## src/common/fetch_pkg.sv

```systemverilog
`default_nettype none

package fetch_pkg;

    localparam int LINE_W    = 128;
    localparam int NUM_SLOTS = 4;

    typedef logic [LINE_W-1:0] line_t;

    // slot = line address mod 4
    typedef logic [1:0] slot_t;

    typedef struct packed {
        slot_t      slot;
        logic [3:0] offset;  // byte within the line
    } bip_t;

    // bit 1 allows the even bank, bit 0 the odd bank
    typedef enum logic [1:0] {
        LD_NONE = 2'b00,
        LD_ODD  = 2'b01,
        LD_EVEN = 2'b10,
        LD_BOTH = 2'b11
    } ld_count_e;

    // lookup result of one bank in fetch1
    typedef struct packed {
        logic  hit;
        line_t data;
        slot_t slot;
    } fetch_line_s;

    typedef struct packed {
        line_t [NUM_SLOTS-1:0] line;
        logic  [NUM_SLOTS-1:0] valid;
    } ibuf_view_s;

endpackage

`default_nettype wire
```

## src/ibuf/ibuf_latch.sv

```systemverilog
`timescale 1ns/100ps
`default_nettype none

module ibuf_latch import fetch_pkg::*; (
    input  logic        clk,
    input  logic        rst_n_i,
    input  logic        cf_i,
    input  fetch_line_s even_line_i,
    input  fetch_line_s odd_line_i,
    input  bip_t        bip_i,
    input  bip_t        old_bip_i,
    output ibuf_view_s  view_o,
    output logic        even_loaded_o,
    output logic        odd_loaded_o
);

    logic  [NUM_SLOTS-1:0] valid_q;
    logic  [NUM_SLOTS-1:0] valid_d;
    line_t [NUM_SLOTS-1:0] line_q;
    logic  [NUM_SLOTS-1:0] ld;
    logic  [NUM_SLOTS-1:0] inval;
    ld_count_e             ld_q;
    logic                  allow_even;
    logic                  allow_odd;
    logic                  crossed;

    // how many lines the buffer can take, given the valid pattern
    function automatic ld_count_e next_count(input logic [NUM_SLOTS-1:0] v);
        logic pair_empty;
        logic even_gap;
        logic odd_gap;
        pair_empty = (~v[0] & ~v[1]) | (~v[1] & ~v[2]) |
                     (~v[2] & ~v[3]) | (~v[3] & ~v[0]);
        even_gap   = v[1] & v[3] & (~v[0] | ~v[2]);  // odd neighbours both held
        odd_gap    = v[0] & v[2] & (~v[1] | ~v[3]);
        if (pair_empty) begin
            return LD_BOTH;
        end else if (even_gap) begin
            return LD_EVEN;
        end else if (odd_gap) begin
            return LD_ODD;
        end
        return LD_NONE;
    endfunction

    assign allow_even = (ld_q == LD_EVEN) || (ld_q == LD_BOTH);
    assign allow_odd  = (ld_q == LD_ODD) || (ld_q == LD_BOTH);

    // offset wrapped, so the bip left the line of the old slot
    assign crossed = bip_i.offset < old_bip_i.offset;

    always_comb begin
        fetch_line_s src;
        logic        allow;
        for (int s = 0; s < NUM_SLOTS; s++) begin
            src   = (s % 2 == 1) ? odd_line_i : even_line_i;
            allow = (s % 2 == 1) ? allow_odd : allow_even;
            ld[s] = !cf_i && allow && src.hit && (src.slot == slot_t'(s));
        end
    end

    always_comb begin
        for (int s = 0; s < NUM_SLOTS; s++) begin
            inval[s] = cf_i || (crossed && (old_bip_i.slot == slot_t'(s)));
        end
    end

    // a load wins over the crossing invalidate of the same slot
    assign valid_d = ld | (valid_q & ~inval);

    always_ff @(posedge clk) begin
        if (!rst_n_i) begin
            valid_q <= '0;
            ld_q    <= LD_BOTH;
        end else begin
            valid_q <= valid_d;
            if (cf_i) begin
                ld_q <= LD_BOTH;
            end else if ((ld | inval) != '0) begin
                ld_q <= next_count(valid_d);
            end
        end
    end

    always_ff @(posedge clk) begin
        for (int s = 0; s < NUM_SLOTS; s++) begin
            if (ld[s]) begin
                line_q[s] <= (s % 2 == 1) ? odd_line_i.data : even_line_i.data;
            end
        end
    end

    assign even_loaded_o = ld[0] | ld[2];
    assign odd_loaded_o  = ld[1] | ld[3];

    assign view_o.line  = line_q;
    assign view_o.valid = valid_q;

    // load count and fetch pointer together must never overwrite a live line
    a_no_overwrite: assert property (@(posedge clk) disable iff (!rst_n_i)
        (valid_q & ld & ~inval) == '0);

endmodule

`default_nettype wire

```

## config.mk

```make
export PLATFORM = sky130hd
export DESIGN_NAME = ibuf_latch
export DESIGN_NICKNAME = d
export VERILOG_FILES = /design/src/common/fetch_pkg.sv /design/src/ibuf/ibuf_latch.sv
export SDC_FILE = /design/constraint.sdc
export NUM_CORES = 1
export LEC_CHECK = 0
export BUFFER_PORTS_ARGS = -buffer_cell sky130_fd_sc_hd__clkbuf_2
export CAP_MARGIN = 20
export CORE_AREA = 2 2 314 316
export DETAILED_ROUTE_END_ITERATION = 6
export DIE_AREA = 0 0 316 318
export HOLD_SLACK_MARGIN = 0.06
export PLACE_DENSITY_LB_ADDON = 0.05
export SYNTH_ARGS = -nofsm -noshare
export SYNTH_HDL_FRONTEND = slang
export SYNTH_SLANG_ARGS = --single-unit
```

## constraint.sdc

```tcl
create_clock -name clk -period 8.9 [get_ports clk]
set_clock_uncertainty 0.15 [all_clocks]
set_input_delay 0 -clock clk [delete_from_list [all_inputs] [get_ports clk]]
set_output_delay 0 -clock clk [all_outputs]
set_load 0.05 [all_outputs]
```

# Yosys cells after proc, flatten, opt, wreduce, memory -nomap -nowiden
# Index checks and enable logic that the tools add are counted.
[totals]
word_cells = 73
regBits = 518
[op_classes]
eq_ne = 9
bitwise = 24
magnitude_cmp = 1
n_mux = 10
reduce_logical = 23
[op_table]
columns = ["cell", "count"]
rows = [
  ["== test 2 bit, second input constant", 6],
  ["logical AND 1 bit", 12],
  ["AND 1 bit", 8],
  ["two-way mux 2 bit", 4],
  ["bitwise OR 4 bit", 2],
  ["bitwise OR 1 bit", 7],
  ["== test 2 x 1 -> 1 bit, second input constant", 3],
  ["logical OR 1 bit", 6],
  ["two-way mux 1 bit", 6],
  ["inverter 1 bit", 5],
  ["AND 4 bit", 1],
  ["logical NOT 2 bit", 2],
  ["< comparator 4 bit", 1],
  ["inverter 4 bit", 1],
  ["nonzero test 4 bit", 1],
  ["OR reduction 2 bit", 1],
  ["logical NOT 1 bit", 1],
]

# Logic depth before layout (Yosys ltp)
# Gate-level depths: netlist (run 1).
[depth]
word_depth = 16
mapped_depth = 12
mapped_depth_nobuf = 12

# Least setup slack after synthesis (run 1)
# Ideal clock, no wire load.
[synth_path]
kind = "reg2reg"
startpoint = "register ld_q[1]"
endpoint = "register ld_q[1]"
setup_time_ps = 120
path_buffers = 0
t_arrival_ps = 7693
path_slack_ps = 937
required_time_ps = 8630
period_less_slack_ps = 7963
stages_incl_launch_ff = 9
cell_sequence = "dfxtp_1 -> and4bb_1 -> nor2b_1 -> a31oi_1 -> a21oi_1 -> inv_1 -> ha_1 -> nor3_1 -> a21oi_1"
[synth_between]
elab_chain_cells = 16
[synth_rtl]
columns = ["element", "line", "source"]
rows = [
  ["start, declared", "ibuf_latch.sv:22", "ld_count_e ld_q;"],
  ["start signal, assigned", "ibuf_latch.sv:80", "ld_q <= next_count(valid_d);"],
  ["== test 2 bit", "ibuf_latch.sv:46", "assign allow_even = (ld_q == LD_EVEN) || (ld_q == LD_BOTH);"],
  ["logical OR 1 bit *", "ibuf_latch.sv:46", ""],
  ["logical AND 1 bit * (3 in series)", "ibuf_latch.sv:58", "ld[s] = !cf_i && allow && src.hit && (src.slot == slot_t'(s));"],
  ["net ld[0]", "ibuf_latch.sv:20", "logic [NUM_SLOTS-1:0] ld;"],
  ["bitwise OR 4 bit", "ibuf_latch.sv:69", "assign valid_d = ld | (valid_q & ~inval);"],
  ["inverter 1 bit", "ibuf_latch.sv:32, ibuf_latch.sv:33, ibuf_latch.sv:34", ""],
  ["AND 1 bit", "ibuf_latch.sv:32", "pair_empty = (~v[0] & ~v[1]) | (~v[1] & ~v[2]) |"],
  ["bitwise OR 1 bit (2 in series)", "ibuf_latch.sv:32", ""],
  ["bitwise OR 1 bit", "ibuf_latch.sv:33", "(~v[2] & ~v[3]) | (~v[3] & ~v[0]);"],
  ["two-way mux 1 bit", "ibuf_latch.sv:36", "if (pair_empty) begin"],
  ["two-way mux 1 bit", "ibuf_latch.sv:79", "end else if ((ld | inval) != '0) begin"],
  ["two-way mux 1 bit", "ibuf_latch.sv:77", "if (cf_i) begin"],
  ["two-way mux 1 bit", "ibuf_latch.sv:72", "if (!rst_n_i) begin"],
  ["two-way mux 2 bit", "ibuf_latch.sv:43", "return LD_NONE;"],
]
# Mark *: on every way through the listed nets, which the timed path passes. The rest lies on a longest branch. The select of a mux whose other input is x is not followed.
# A chain may end at the register's enable or synchronous reset.

# Worst setup path in the final report (run 1)
[layout_path]
startpoint = "register ld_q[0]"
endpoint = "register ld_q[1]"
[layout_between]
elab_chain_cells = 16
[layout_rtl]
columns = ["element", "line", "source"]
rows = [
  ["== test 2 x 1 -> 1 bit (tied with other cells)", "ibuf_latch.sv:47", "assign allow_odd = (ld_q == LD_ODD) || (ld_q == LD_BOTH);"],
  ["logical OR 1 bit, on equally long branches", "ibuf_latch.sv:47, ibuf_latch.sv:46", ""],
  ["logical AND 1 bit (3 in series)", "ibuf_latch.sv:58", ""],
  ["bitwise OR 4 bit", "ibuf_latch.sv:69", ""],
  ["inverter 1 bit, on equally long branches", "n/a", ""],
  ["bitwise OR 1 bit or AND 1 bit (tied branches)", "ibuf_latch.sv:35, ibuf_latch.sv:32", ""],
  ["AND 1 bit or bitwise OR 1 bit (tied branches)", "ibuf_latch.sv:35, ibuf_latch.sv:32", ""],
  ["two-way mux 1 bit or bitwise OR 1 bit (tied branches)", "ibuf_latch.sv:40, ibuf_latch.sv:32", ""],
  ["two-way mux 1 bit or bitwise OR 1 bit (tied branches)", "ibuf_latch.sv:38, ibuf_latch.sv:33", ""],
  ["two-way mux 1 bit", "ibuf_latch.sv:36", ""],
  ["two-way mux 1 bit", "ibuf_latch.sv:79", ""],
  ["two-way mux 1 bit", "ibuf_latch.sv:77", ""],
  ["two-way mux 1 bit", "ibuf_latch.sv:72", ""],
  ["two-way mux 2 bit", "ibuf_latch.sv:43", ""],
]
# Several ways; a longest one is shown, not always the timed one. The select of a mux whose other input is x is not followed.

==> results of run 1 <==
worst max-delay path, stage by stage (launching register included):
cell and delay, ns:
dfxtp_1 0.32, and4_1 0.19, nand2_1 0.16, dlygate4sd3_1 0.57, nand2_1 0.05, dlygate4sd3_1 0.59
nand2_2 0.10, inv_2 0.04, or2_1 0.22, dlygate4sd3_1 0.58, a21oi_1 0.13, dlygate4sd3_1 0.55
report_power, final:
group | internal, mW | leakage (nW) | switching (mW)
Combinational | 0.223 | 5.70 | 0.273
Clock | 1.56 | 1.02 | 1.06
Sequential | 2.73 | 4.70 | 0.0106
Total | 4.52 | 11.4 | 1.34
per-layer routing:
metal / track usage, % / vias up / wire [um]
met3: 6.47 / 86 / 7860
li1: - / 5138 / -
met5: 0 / - / 47
met2: 21.2 / 536 / 31100
met1: 11.2 / 5412 / 20600
met4: 4.20 / 8 / 1450
layout by cell type, fill, tap and decap left out, types with 4 or more instances in the layout:
| cell | instances |
|---|---|
| clkbuf_16 | 68 |
| bufinv_16 | 5 |
| inv_1 | 6 |
| dfxtp_1 | 6 |
| a21oi_1 | 4 |
| inv_6 | 8 |
| clkinv_1 | 11 |
| edfxtp_1 | 512 |
| clkbuf_1 | 18 |
| diode_2 | 6 |
| dlygate4sd3_1 | 529 |
| clkinv_2 | 9 |
| nor3_1 | 5 |
| nand2_1 | 6 |
| clkinvlp_4 | 4 |
| clkbuf_2 | 792 |
| ha_1 | 5 |
layout make-up:
| class | count | area share (%) |
|---|---|---|
| antenna | 6 | 0.0519 |
| clock buffer | 86 | 6.12 |
| clock inverter | 36 | 1.20 |
| inverter | 11 | 0.195 |
| multi-input combinational | 41 | 1.09 |
| sequential | 518 | 53.6 |
| tap | 1287 | 5.57 |
| timing repair buffer | 1325 | 32.2 |
sequential cells by signal (all words and copies together), names as in the netlist:
name,count
ld_q,2
view_o,512
valid_q,4
cells by family (layout without fill, tap and decap cells):
group                    count (synthesis)  after routing  synth area share [%]
other                                    0              6                     0
AND/OR/NAND/NOR                         23             23                 0.853
AO/OA/AOI/OAI                           13             13                 0.687
adder cells (fa/ha/maj)                  5              5                 0.395
flip-flops                             518            518                  97.8
buffers and inverters                   11           1458                 0.261
worst min path at each step:
stage	end	slack (ns)	depth (start not counted)
5_1_grt	view_o[12]$_DFFE_PP_	0.1	2
2_1_floorplan	view_o[100]$_DFFE_PP_	-0.05	0
3_5_place_dp	view_o[321]$_DFFE_PP_	0.04	1
4_1_cts	view_o[12]$_DFFE_PP_	0.08	2
3_3_place_gp	view_o[231]$_DFFE_PP_	0.04	1
6_report	view_o[12]$_DFFE_PP_	0.13	2
through the flow:
| stage | total power [mW] | util [%] |
|---|---|---|
| finish | 5.86 | 29.7 |
| global route | 6.11 | 29.7 |
| CTS | 5.99 | 29.7 |
| detailed placement | 3.11 | 22.1 |
| global placement | 3.11 | 22.1 |
| floorplan | 2.97 | - |
timing repair:
item | CTS | global route
hold endpoints to repair | 650 | 0
setup buffers | 0 | 0
hold buffers | 529 | 0
gates resized for setup | 0 | 0
==> run_results.csv, run 1 <==
group,metric,value,unit
sta,worstMarginPinSlew,1.03,ns
yosys,synth_seq_cells,518,
sta,max_freq,0.270,GHz
yosys,ys_warn_count,0,
cells_and_area,nets,2246,
sta,rsz0062_at_grt,"no",
cells_and_area,stdcell_area,28900,sq um
die,pin_count,795,
min_path,hold_class,"input port to flip-flop",
placed_design,dp_hpwl,44300,um
global_route,grt.total_usage,11.8,%
global_route,overflow,0,
placed_design,place_congestion,0.717,
routing,vias,11200,
yosys,yosysTopAreaCellShare,97.0,%
pwr,peakVddDrop,0.000115,V
clock_tree,path_clk_slew,0.05,ns
yosys,synth_fp_nets,852,
yosys,synthTopCellsByCount,"512 x edfxtp_1, 9 x inv_1, 6 x dfxtp_1, 6 x nand2_1",
worst_setup_path,critPathKind,"flip-flop to flip-flop",
cells_and_area,syn2layout_area_growth,82.5,%
die,die_y,318,um
sta,slew_violations,0,
clock_tree,cts.path.max_buffers,3,
die,core_area,97400,sq um
yosys,synthArstFlopShare,0,%
yosys,synth_most_common_cell,"edfxtp_1",
global_route,grt_start_max_net_pins,130,
worst_setup_path,cp_max_fo,4,
yosys,synth_ff_type,"edfxtp_1",
routing,wl_per_cell,18.4,um
yosys,synthCells,570,
die,start_util,16.3,%
yosys,yosysUniqueCellTypes,25,
job,drv_cap,0,
worst_setup_path,critPathLaunchType,"flip-flop",
sta,slew_headroom,31.6,%
sta,period_needed,3.71,ns
yosys,synth_top_cell_by_area,"edfxtp_1",
sta,fin_ws,5.19,ns
yosys,syn_area,15800,sq um
die,die_w,316,um
sta,finalHoldViolCount,0,
worst_setup_path,r2r_start,"ld_q[0]$_SDFFE_PP1P_",
placed_design,dp.cells,2653,
sta,tns,0,ns
placed_design,portBuffers,792,
clock_tree,cts_tree,"yes",
sta,min_period_over_period,41.6,%
worst_setup_path,end_kind,"flip-flop",
die,rows,115,
pwr,p_leak,11.4,nW
worst_setup_path,r2r_slack,5.19,ns
cells_and_area,regArea,15500,sq um
routing,finalWirelength,61000,um
routing,dr.pass1.iters,4,
clock_tree,numCtsBuffers,67,
global_route,antenna_found_initial,7,
cells_and_area,fill_cells,9965,
yosys,synth-seq-area-share,97.8,%
cells_and_area,drive_above_1_share,44.7,%
placed_design,placed_cell_area,21500,sq um
yosys,ys_top_cells_by_area,"edfxtp_1 97%, dfxtp_1 0.76%, ha_1 0.39%, inv_1 0.21%, nor3_1 0.16%",
worst_setup_path,worstPathRequired,9.30,ns
worst_setup_path,cp-endpoint,"ld_q[1]$_SDFFE_PP1P_",
clock_tree,clk_latency,0.60,ns
sta,whs,0.129,ns
routing,via_per_inst,3.38,
pwr,powerDensity,203,nW/um^2
clock_tree,cts_root_buf,"clkbuf_16",
routing,antenna_left,0,
clock_tree,clock-sinks,518,
cells_and_area,finalNonFillerCells,3310,
worst_setup_path,rr_endpoint,"ld_q[1]$_SDFFE_PP1P_",
routing,drtIter0Drc,457,
yosys,synth.avg_cell_area,27.8,sq um
cells_and_area,multi_input_area,314,sq um
run_status,outcome,"finished, final reports clean",
global_route,grt_pass1_vias,12100,
worst_setup_path,rr_worst_depth,11,
min_path,hp-start,"even_line_i[10]",
worst_setup_path,critPathArrivalTime,4.11,ns
worst_setup_path,startpoint,"ld_q[0]$_SDFFE_PP1P_",
sta,setup_viol,0,
routing,drc,0,
yosys,synth_edf_count,512,
global_route,grt_pass1_wl,84800,um
placed_design,place_ws,5.88,ns
die,dieArea,100000,sq um
clock_tree,cts_max_level,3,
Power figures use the tool's default switching activity.
==> run 2, diff against run 1 <==
Settings changed: ABC_AREA from default to 1, CORE_AREA 2 2 314 316 to 2 2 311 313, DIE_AREA 0 0 316 318 to 0 0 313 315.
Clock period 8.9 ns to 3.25 ns, I/O delays scaled along.
==> run 2 against run 1 <==
  * Synthesized cell count rose by 6.1%
  * Count of clock-buffer cells in the layout rose by 8
  * Non-clock buffer count rose by 16
  * Critical path type is now input port to flip-flop
  * Critical endpoint is now ld_q[0]$_SDFFE_PP1P_
==> run_results.csv, run 2 <==
group,metric,value,unit
routing,dr.pass1.iters,6,
pwr,intPower,12.1,mW
routing,vias,11400,
yosys,synth_top_family_by_area,"simple AND/OR/NAND/NOR gates",
die,die_y,315,um
clock_tree,path_clk_slew,0.05,ns
run_status,outcome,"finished, final reports clean",
job,drv_cap,0,
routing,drt-met1-wl,20600,um
cells_and_area,final_cell_mix,"792 x clkbuf_2, 534 x dlygate4sd3_1, 512 x edfxtp_1, 69 x clkbuf_16, 26 x nand2_1",
clock_tree,cts_tree,"yes",
global_route,grt_pass1_vias,12200,
worst_setup_path,r2r_slack,0.20,ns
yosys,synth_top_cell_by_area,"edfxtp_1",
cells_and_area,final_common_cell,"clkbuf_2",
routing,via_per_inst,3.41,
sta,fin_ws,0.203,ns
die,pin_count,795,
worst_setup_path,critPathLaunchType,"input port",
worst_setup_path,cp_num_buf_inv,6,
yosys,synth_most_common_cell,"edfxtp_1",
yosys,yosysTopAreaCellShare,96.5,%
cells_and_area,drive_above_1_share,43.7,%
global_route,antenna_found_initial,4,
yosys,synth_fa_ha_area_share,0.393,%
cells_and_area,antenna_cells,0,
routing,finalWirelength,63800,um
clock_tree,cts_root_buf,"clkbuf_16",
clock_tree,cts_setup_buffers,0,
die,core_area,95700,sq um
die,die_w,313,um
yosys,synthXorXnorAreaFrac,0,%
worst_setup_path,critPathKind,"input port to flip-flop",
clock_tree,cts_max_level,3,
placed_design,place_congestion,0.768,
sta,finalHoldViolCount,0,
die,start_util,16.6,%
sta,worstMarginPinSlew,0.752,ns
yosys,synth-simple-area-share,1.47,%
routing,drc,0,
placed_design,portBuffers,792,
sta,rsz0062_at_grt,"no",
worst_setup_path,cpMostUsedCell,"nand2_1",
cells_and_area,nets,2295,
yosys,yosysUniqueCellTypes,14,
yosys,synth-compound-area-share,0.189,%
routing,highest_layer,"met5",
pwr,powerDensity,541,nW/um^2
yosys,synthArstFlopShare,0,%
yosys,ys_top_cells_by_area,"edfxtp_1 97%, dfxtp_1 0.75%, inv_1 0.61%, nand2_1 0.61%, ha_1 0.39%",
placed_design,dp_hpwl,48000,um
sta,min_period_over_period,93.8,%
worst_setup_path,path_cells,"dlygate4sd3_1 -> clkbuf_2 -> nand2_1 -> dlygate4sd3_1 -> inv_1 -> nand3_1 -> dlygate4sd3_1 -> nand2_1 -> dlygate4sd3_1 -> nand2_2 -> nand2_2 -> ha_1 -> or2_2 -> nand2_1 -> nand2_1 -> nand2_1",
yosys,ys_warn_count,0,
cells_and_area,fin_util,30.3,%
yosys,synth_edf_count,512,
global_route,overflow,0,
routing,wl_met2,36700,um
sta,max_freq,0.328,GHz
sta,tns,0,ns
cells_and_area,syn2layout_area_growth,81.8,%
clock_tree,numCtsBuffers,66,
pwr,p_leak,11.5,nW
placed_design,place_ws,0.700,ns
die,rows,114,
pwr,p_switching,3.58,mW
worst_setup_path,slowest_stage,"dlygate4sd3_1",
sta,slew_headroom,49.8,%
worst_setup_path,cp_max_fo,4,
yosys,synth_fp_nets,887,
yosys,synthCells,605,
die,dieArea,98600,sq um
yosys,synth_seq_cells,518,
clock_tree,clk_latency,0.59,ns
clock_tree,clock-sinks,518,
worst_setup_path,worstPathRequired,3.63,ns
global_route,grt.total_usage,12.4,%
yosys,synthTopCellsByCount,"512 x edfxtp_1, 26 x inv_1, 26 x nand2_1",
sta,setup_viol,0,
yosys,synth-seq-area-share,97.3,%
pwr,peakVddDrop,0.000333,V
worst_setup_path,end_kind,"flip-flop",
pwr,clkPwrFrac,43.0,%
worst_setup_path,critPathMaxStageDelay,0.58,ns
min_path,hold_class,"input port to flip-flop",
pwr,comb_power_share,9.0,%
clock_tree,cts.path.max_buffers,3,
sta,period_needed,3.05,ns
yosys,synth.avg_cell_area,26.3,sq um
yosys,muxShareOfSynthArea,0,%
global_route,grt_start_max_net_pins,88,
worst_setup_path,cp_top_family,"buffers and inverters",
routing,drtIter0Drc,511,
worst_setup_path,critPathArrivalTime,3.43,ns
routing,wl_per_cell,19.1,um
routing,dr_wl_met3,4230,um
routing,antenna_left,0,
pwr,swShare,22.9,%
global_route,grt_pass1_wl,87000,um
sta,slew_violations,0,
yosys,synth_ff_type,"edfxtp_1",
cells_and_area,largest_register_ff_count,512,
yosys,syn_area,15900,sq um
pwr,pwr-share-seq,48.0,%
run 2: power groups by stage:
stage                     clock network [mW]  logic (mW)  registers, mW
after floorplan                            0      0.0802           8.07
after global placement                     0       0.905           7.66
after detailed placement                   0       0.904           7.66
after CTS                               7.07        1.43           7.52
after global routing                    7.28        1.49           7.53
final                                   6.74        1.40           7.52
run 2: final cells by class:
type	count	area (sq um)
fillers	9787	66700
flip-flops and latches	518	15500
repair buffers	1341	9470
clock buffers	94	1820
well taps	1276	1600
multi-input cells	60	330
clock inverters	22	136
inverters	26	113
run 2: through the flow:
step | hold slack, ns | area, sq um | power, mW | cells
finish | 0.0875 | 29000 | 15.7 | 3337
global route | 0.0853 | 29000 | 16.3 | 3337
CTS | 0.0742 | 29000 | 16.0 | 3337
detailed placement | 0.0428 | 21700 | 8.57 | 2687
global placement | 0.0403 | 21700 | 8.57 | 2687
floorplan | -0.0774 | 15900 | 8.15 | 605
run 2: cells by family after synthesis:
family                     count (synthesis)
adders and majority gates                  5
and+or+nand+nor                           49
AOI/OAI and AO/OA                          6
DFF                                      518
buffers and inverters                     27
run 2: worst paths after layout:
kind	start	end	cells past startpoint
max	old_bip_i[4]	ld_q[0]$_SDFFE_PP1P_	16
min	even_line_i[91]	view_o[349]$_DFFE_PP_	2
max reg2reg	ld_q[1]$_SDFFE_PP1P_	ld_q[1]$_SDFFE_PP1P_	12
min reg2reg	ld_q[0]$_SDFFE_PP1P_	ld_q[0]$_SDFFE_PP1P_	4
run 2: what timing repair did:
item,CTS,global route
gates resized for setup,0,1
endpoints found under the setup margin,0,1
hold buffers,534,0
endpoints found under the hold margin,526,0
run 2: per-layer routing:
layer | global-route usage (%) | vias up
li1 | - | 5218
met4 | 4.83 | 8
met2 | 24.6 | 393
met3 | 4.11 | 114
met5 | 0 | -
met1 | 11.5 | 5647
run 2: worst reg2reg max path: cells and delay by family, from the launching register on:
family	cells	cell delay [ns]
flip-flops	1	0.32
buffers and inverters	3	1.76
AND/OR/NAND/NOR	9	0.71
==> run 3, diff against run 2 <==
Settings changed: ABC_AREA 1 to default, CORE_AREA 2 2 311 313 to 2 2 310 312, DIE_AREA 0 0 313 315 to 0 0 312 314.
==> run 3 against run 2 <==
  * Final cell count is 1.2% lower
  * Total power up 1.9%
  * Highest routed layer unchanged
  * Via count shrank 1.2%
  * Sequential power hardly changed
  * Largest cell class unchanged
  * Largest power group unchanged
==> run_results.csv, run 3 (synthesis gave the netlist of run 1 again) <==
group,metric,value,unit
run_status,outcome,"finished, final reports clean",
global_route,grt.total_usage,12.1,%
min_path,hold_class,"input port to flip-flop",
die,core_area,94400,sq um
clock_tree,clock-sinks,518,
placed_design,place_congestion,0.728,
worst_setup_path,critPathLaunchType,"flip-flop",
worst_setup_path,r2r_start,"ld_q[1]$_SDFFE_PP1P_",
sta,rsz0062_at_grt,"no",
worst_setup_path,worstPathRequired,3.66,ns
worst_setup_path,path_cells,"and4bb_4 -> nor2b_4 -> dlygate4sd3_1 -> a31oi_1 -> dlygate4sd3_1 -> a21oi_1 -> ha_1 -> nor2_1 -> nor3_1 -> a21oi_1",
worst_setup_path,slowest_stage,"dlygate4sd3_1",
sta,min_period_over_period,92.1,%
sta,whs,0.105,ns
global_route,overflow,0,
die,rows,113,
min_path,holdPathStages,2,
die,die_y,314,um
routing,antenna_left,0,
cells_and_area,fill_cells,9655,
sta,setup_viol,0,
worst_setup_path,rr_worst_depth,10,
routing,dr_wl_met3,7550,um
clock_tree,cts_tree,"yes",
worst_setup_path,r2r_slack,0.26,ns
sta,period_needed,2.99,ns
routing,wl_met2,31300,um
sta,fin_ws,0.258,ns
clock_tree,cts_max_level,2,
sta,worstMarginPinSlew,0.743,ns
cells_and_area,syn2layout_area_growth,84.4,%
global_route,grt_pass1_wl,85500,um
cells_and_area,stdcell_area,29200,sq um
cells_and_area,drive_above_1_share,45.6,%
routing,dr.pass1.iters,6,
sta,max_freq,0.334,GHz
sta,tns,0,ns
sta,slew_headroom,50.4,%
worst_setup_path,cp_max_fo,4,
clock_tree,clk_latency,0.63,ns
worst_setup_path,critPathArrivalTime,3.40,ns
die,die_w,312,um
global_route,grt_pass1_vias,12200,
routing,highest_layer,"met5",
routing,drt-met1-wl,20900,um
die,pin_count,795,
cells_and_area,largest_register_ff_count,512,
clock_tree,numCtsBuffers,61,
sta,slew_violations,0,
die,start_util,16.8,%
sta,finalHoldViolCount,0,
global_route,grt_start_max_net_pins,69,
worst_setup_path,rr_endpoint,"ld_q[0]$_SDFFE_PP1P_",
placed_design,placed_cell_area,21800,sq um
clock_tree,cts_root_buf,"clkbuf_16",
routing,vias,11200,
pwr,powerDensity,546,nW/um^2
cells_and_area,nets,2261,
placed_design,portBuffers,792,
worst_setup_path,critPathKind,"flip-flop to flip-flop",
routing,via_per_inst,3.41,
placed_design,place_ws,0.996,ns
clock_tree,cts.path.max_buffers,3,
worst_setup_path,end_kind,"flip-flop",
pwr,peakVddDrop,0.000421,V
routing,finalWirelength,61200,um
routing,drtIter0Drc,544,
cells_and_area,final_common_cell,"clkbuf_2",
placed_design,dp_hpwl,46300,um
clock_tree,cts_setup_buffers,0,
global_route,antenna_found_initial,8,
min_path,hold_end,"view_o[291]$_DFFE_PP_",
clock_tree,path_clk_slew,0.06,ns
routing,drc,0,
job,drv_cap,0,
cells_and_area,fin_util,30.9,%
routing,wl_per_cell,18.6,um
worst_setup_path,critPathMaxStageDelay,0.65,ns
min_path,hp-start,"even_line_i[33]",
pwr,p_leak,11.6,nW
cells_and_area,final_cell_mix,"792 x clkbuf_2, 530 x dlygate4sd3_1, 512 x edfxtp_1, 63 x clkbuf_16, 18 x buf_12",
die,dieArea,98000,sq um
-- run 3: metrics by stage --
stage	power, mW	std cells
after global routing	16.6	3297
after CTS	16.3	3294
after floorplan	8.13	570
after detailed placement	8.55	2651
after global placement	8.55	2651
final	16.0	3298
-- run 3: cell type report --
cell class              count  area [sq um]  area share [%]
multi-input cells          41           322            1.10
clock buffers              79          1710            5.84
clock inverters            34           370            1.27
repair buffers           1346          9670            33.1
inverters                  11          52.6           0.180
well taps                1265          1580            5.42
flip-flops and latches    518         15500            53.0
diodes                      4          10.0          0.0343
-- run 3: worst max-delay path by stage --
| stage | from | end | depth (start not counted) |
|---|---|---|---|
| floorplan | ld_q[1]$_SDFFE_PP1P_ | ld_q[0]$_SDFFE_PP1P_ | 8 |
| global placement | ld_q[0]$_SDFFE_PP1P_ | view_o[172]$_DFFE_PP_ | 4 |
| detailed placement | ld_q[0]$_SDFFE_PP1P_ | view_o[495]$_DFFE_PP_ | 4 |
| CTS | ld_q[1]$_SDFFE_PP1P_ | ld_q[0]$_SDFFE_PP1P_ | 10 |
| global route | ld_q[1]$_SDFFE_PP1P_ | ld_q[0]$_SDFFE_PP1P_ | 10 |
| finish | ld_q[1]$_SDFFE_PP1P_ | ld_q[0]$_SDFFE_PP1P_ | 10 |
-- run 3: routing by layer --
| layer | vias to the layer above | global-route usage, % |
|---|---|---|
| li1 | 5154 | - |
| met1 | 5460 | 11.9 |
| met2 | 535 | 21.5 |
| met3 | 83 | 6.68 |
| met4 | 6 | 3.75 |
| met5 | - | 0 |
-- run 3: what timing repair did --
item | 4_1_cts | 5_1_grt
resized for setup | 0 | 0
hold buffers | 530 | 0
endpoints found under the hold margin | 619 | 0
-- run 3: report_power, final --
group          switching, mW  internal (mW)  total (mW)
Combinational          0.754          0.637        1.39
Clock                   2.75           4.30        7.05
Sequential            0.0295           7.49        7.51
Total                   3.54           12.4        16.0
-- run 3: worst max-delay path, delay by kind of cell (launching register included) --
kind	cells	cell delay, ns
flip-flops	1	0.34
AO/OA/AOI/OAI	3	0.39
AND/OR/NAND/NOR	4	0.54
adder cells (fa/ha/maj)	1	0.28
buffers and inverters	2	1.23
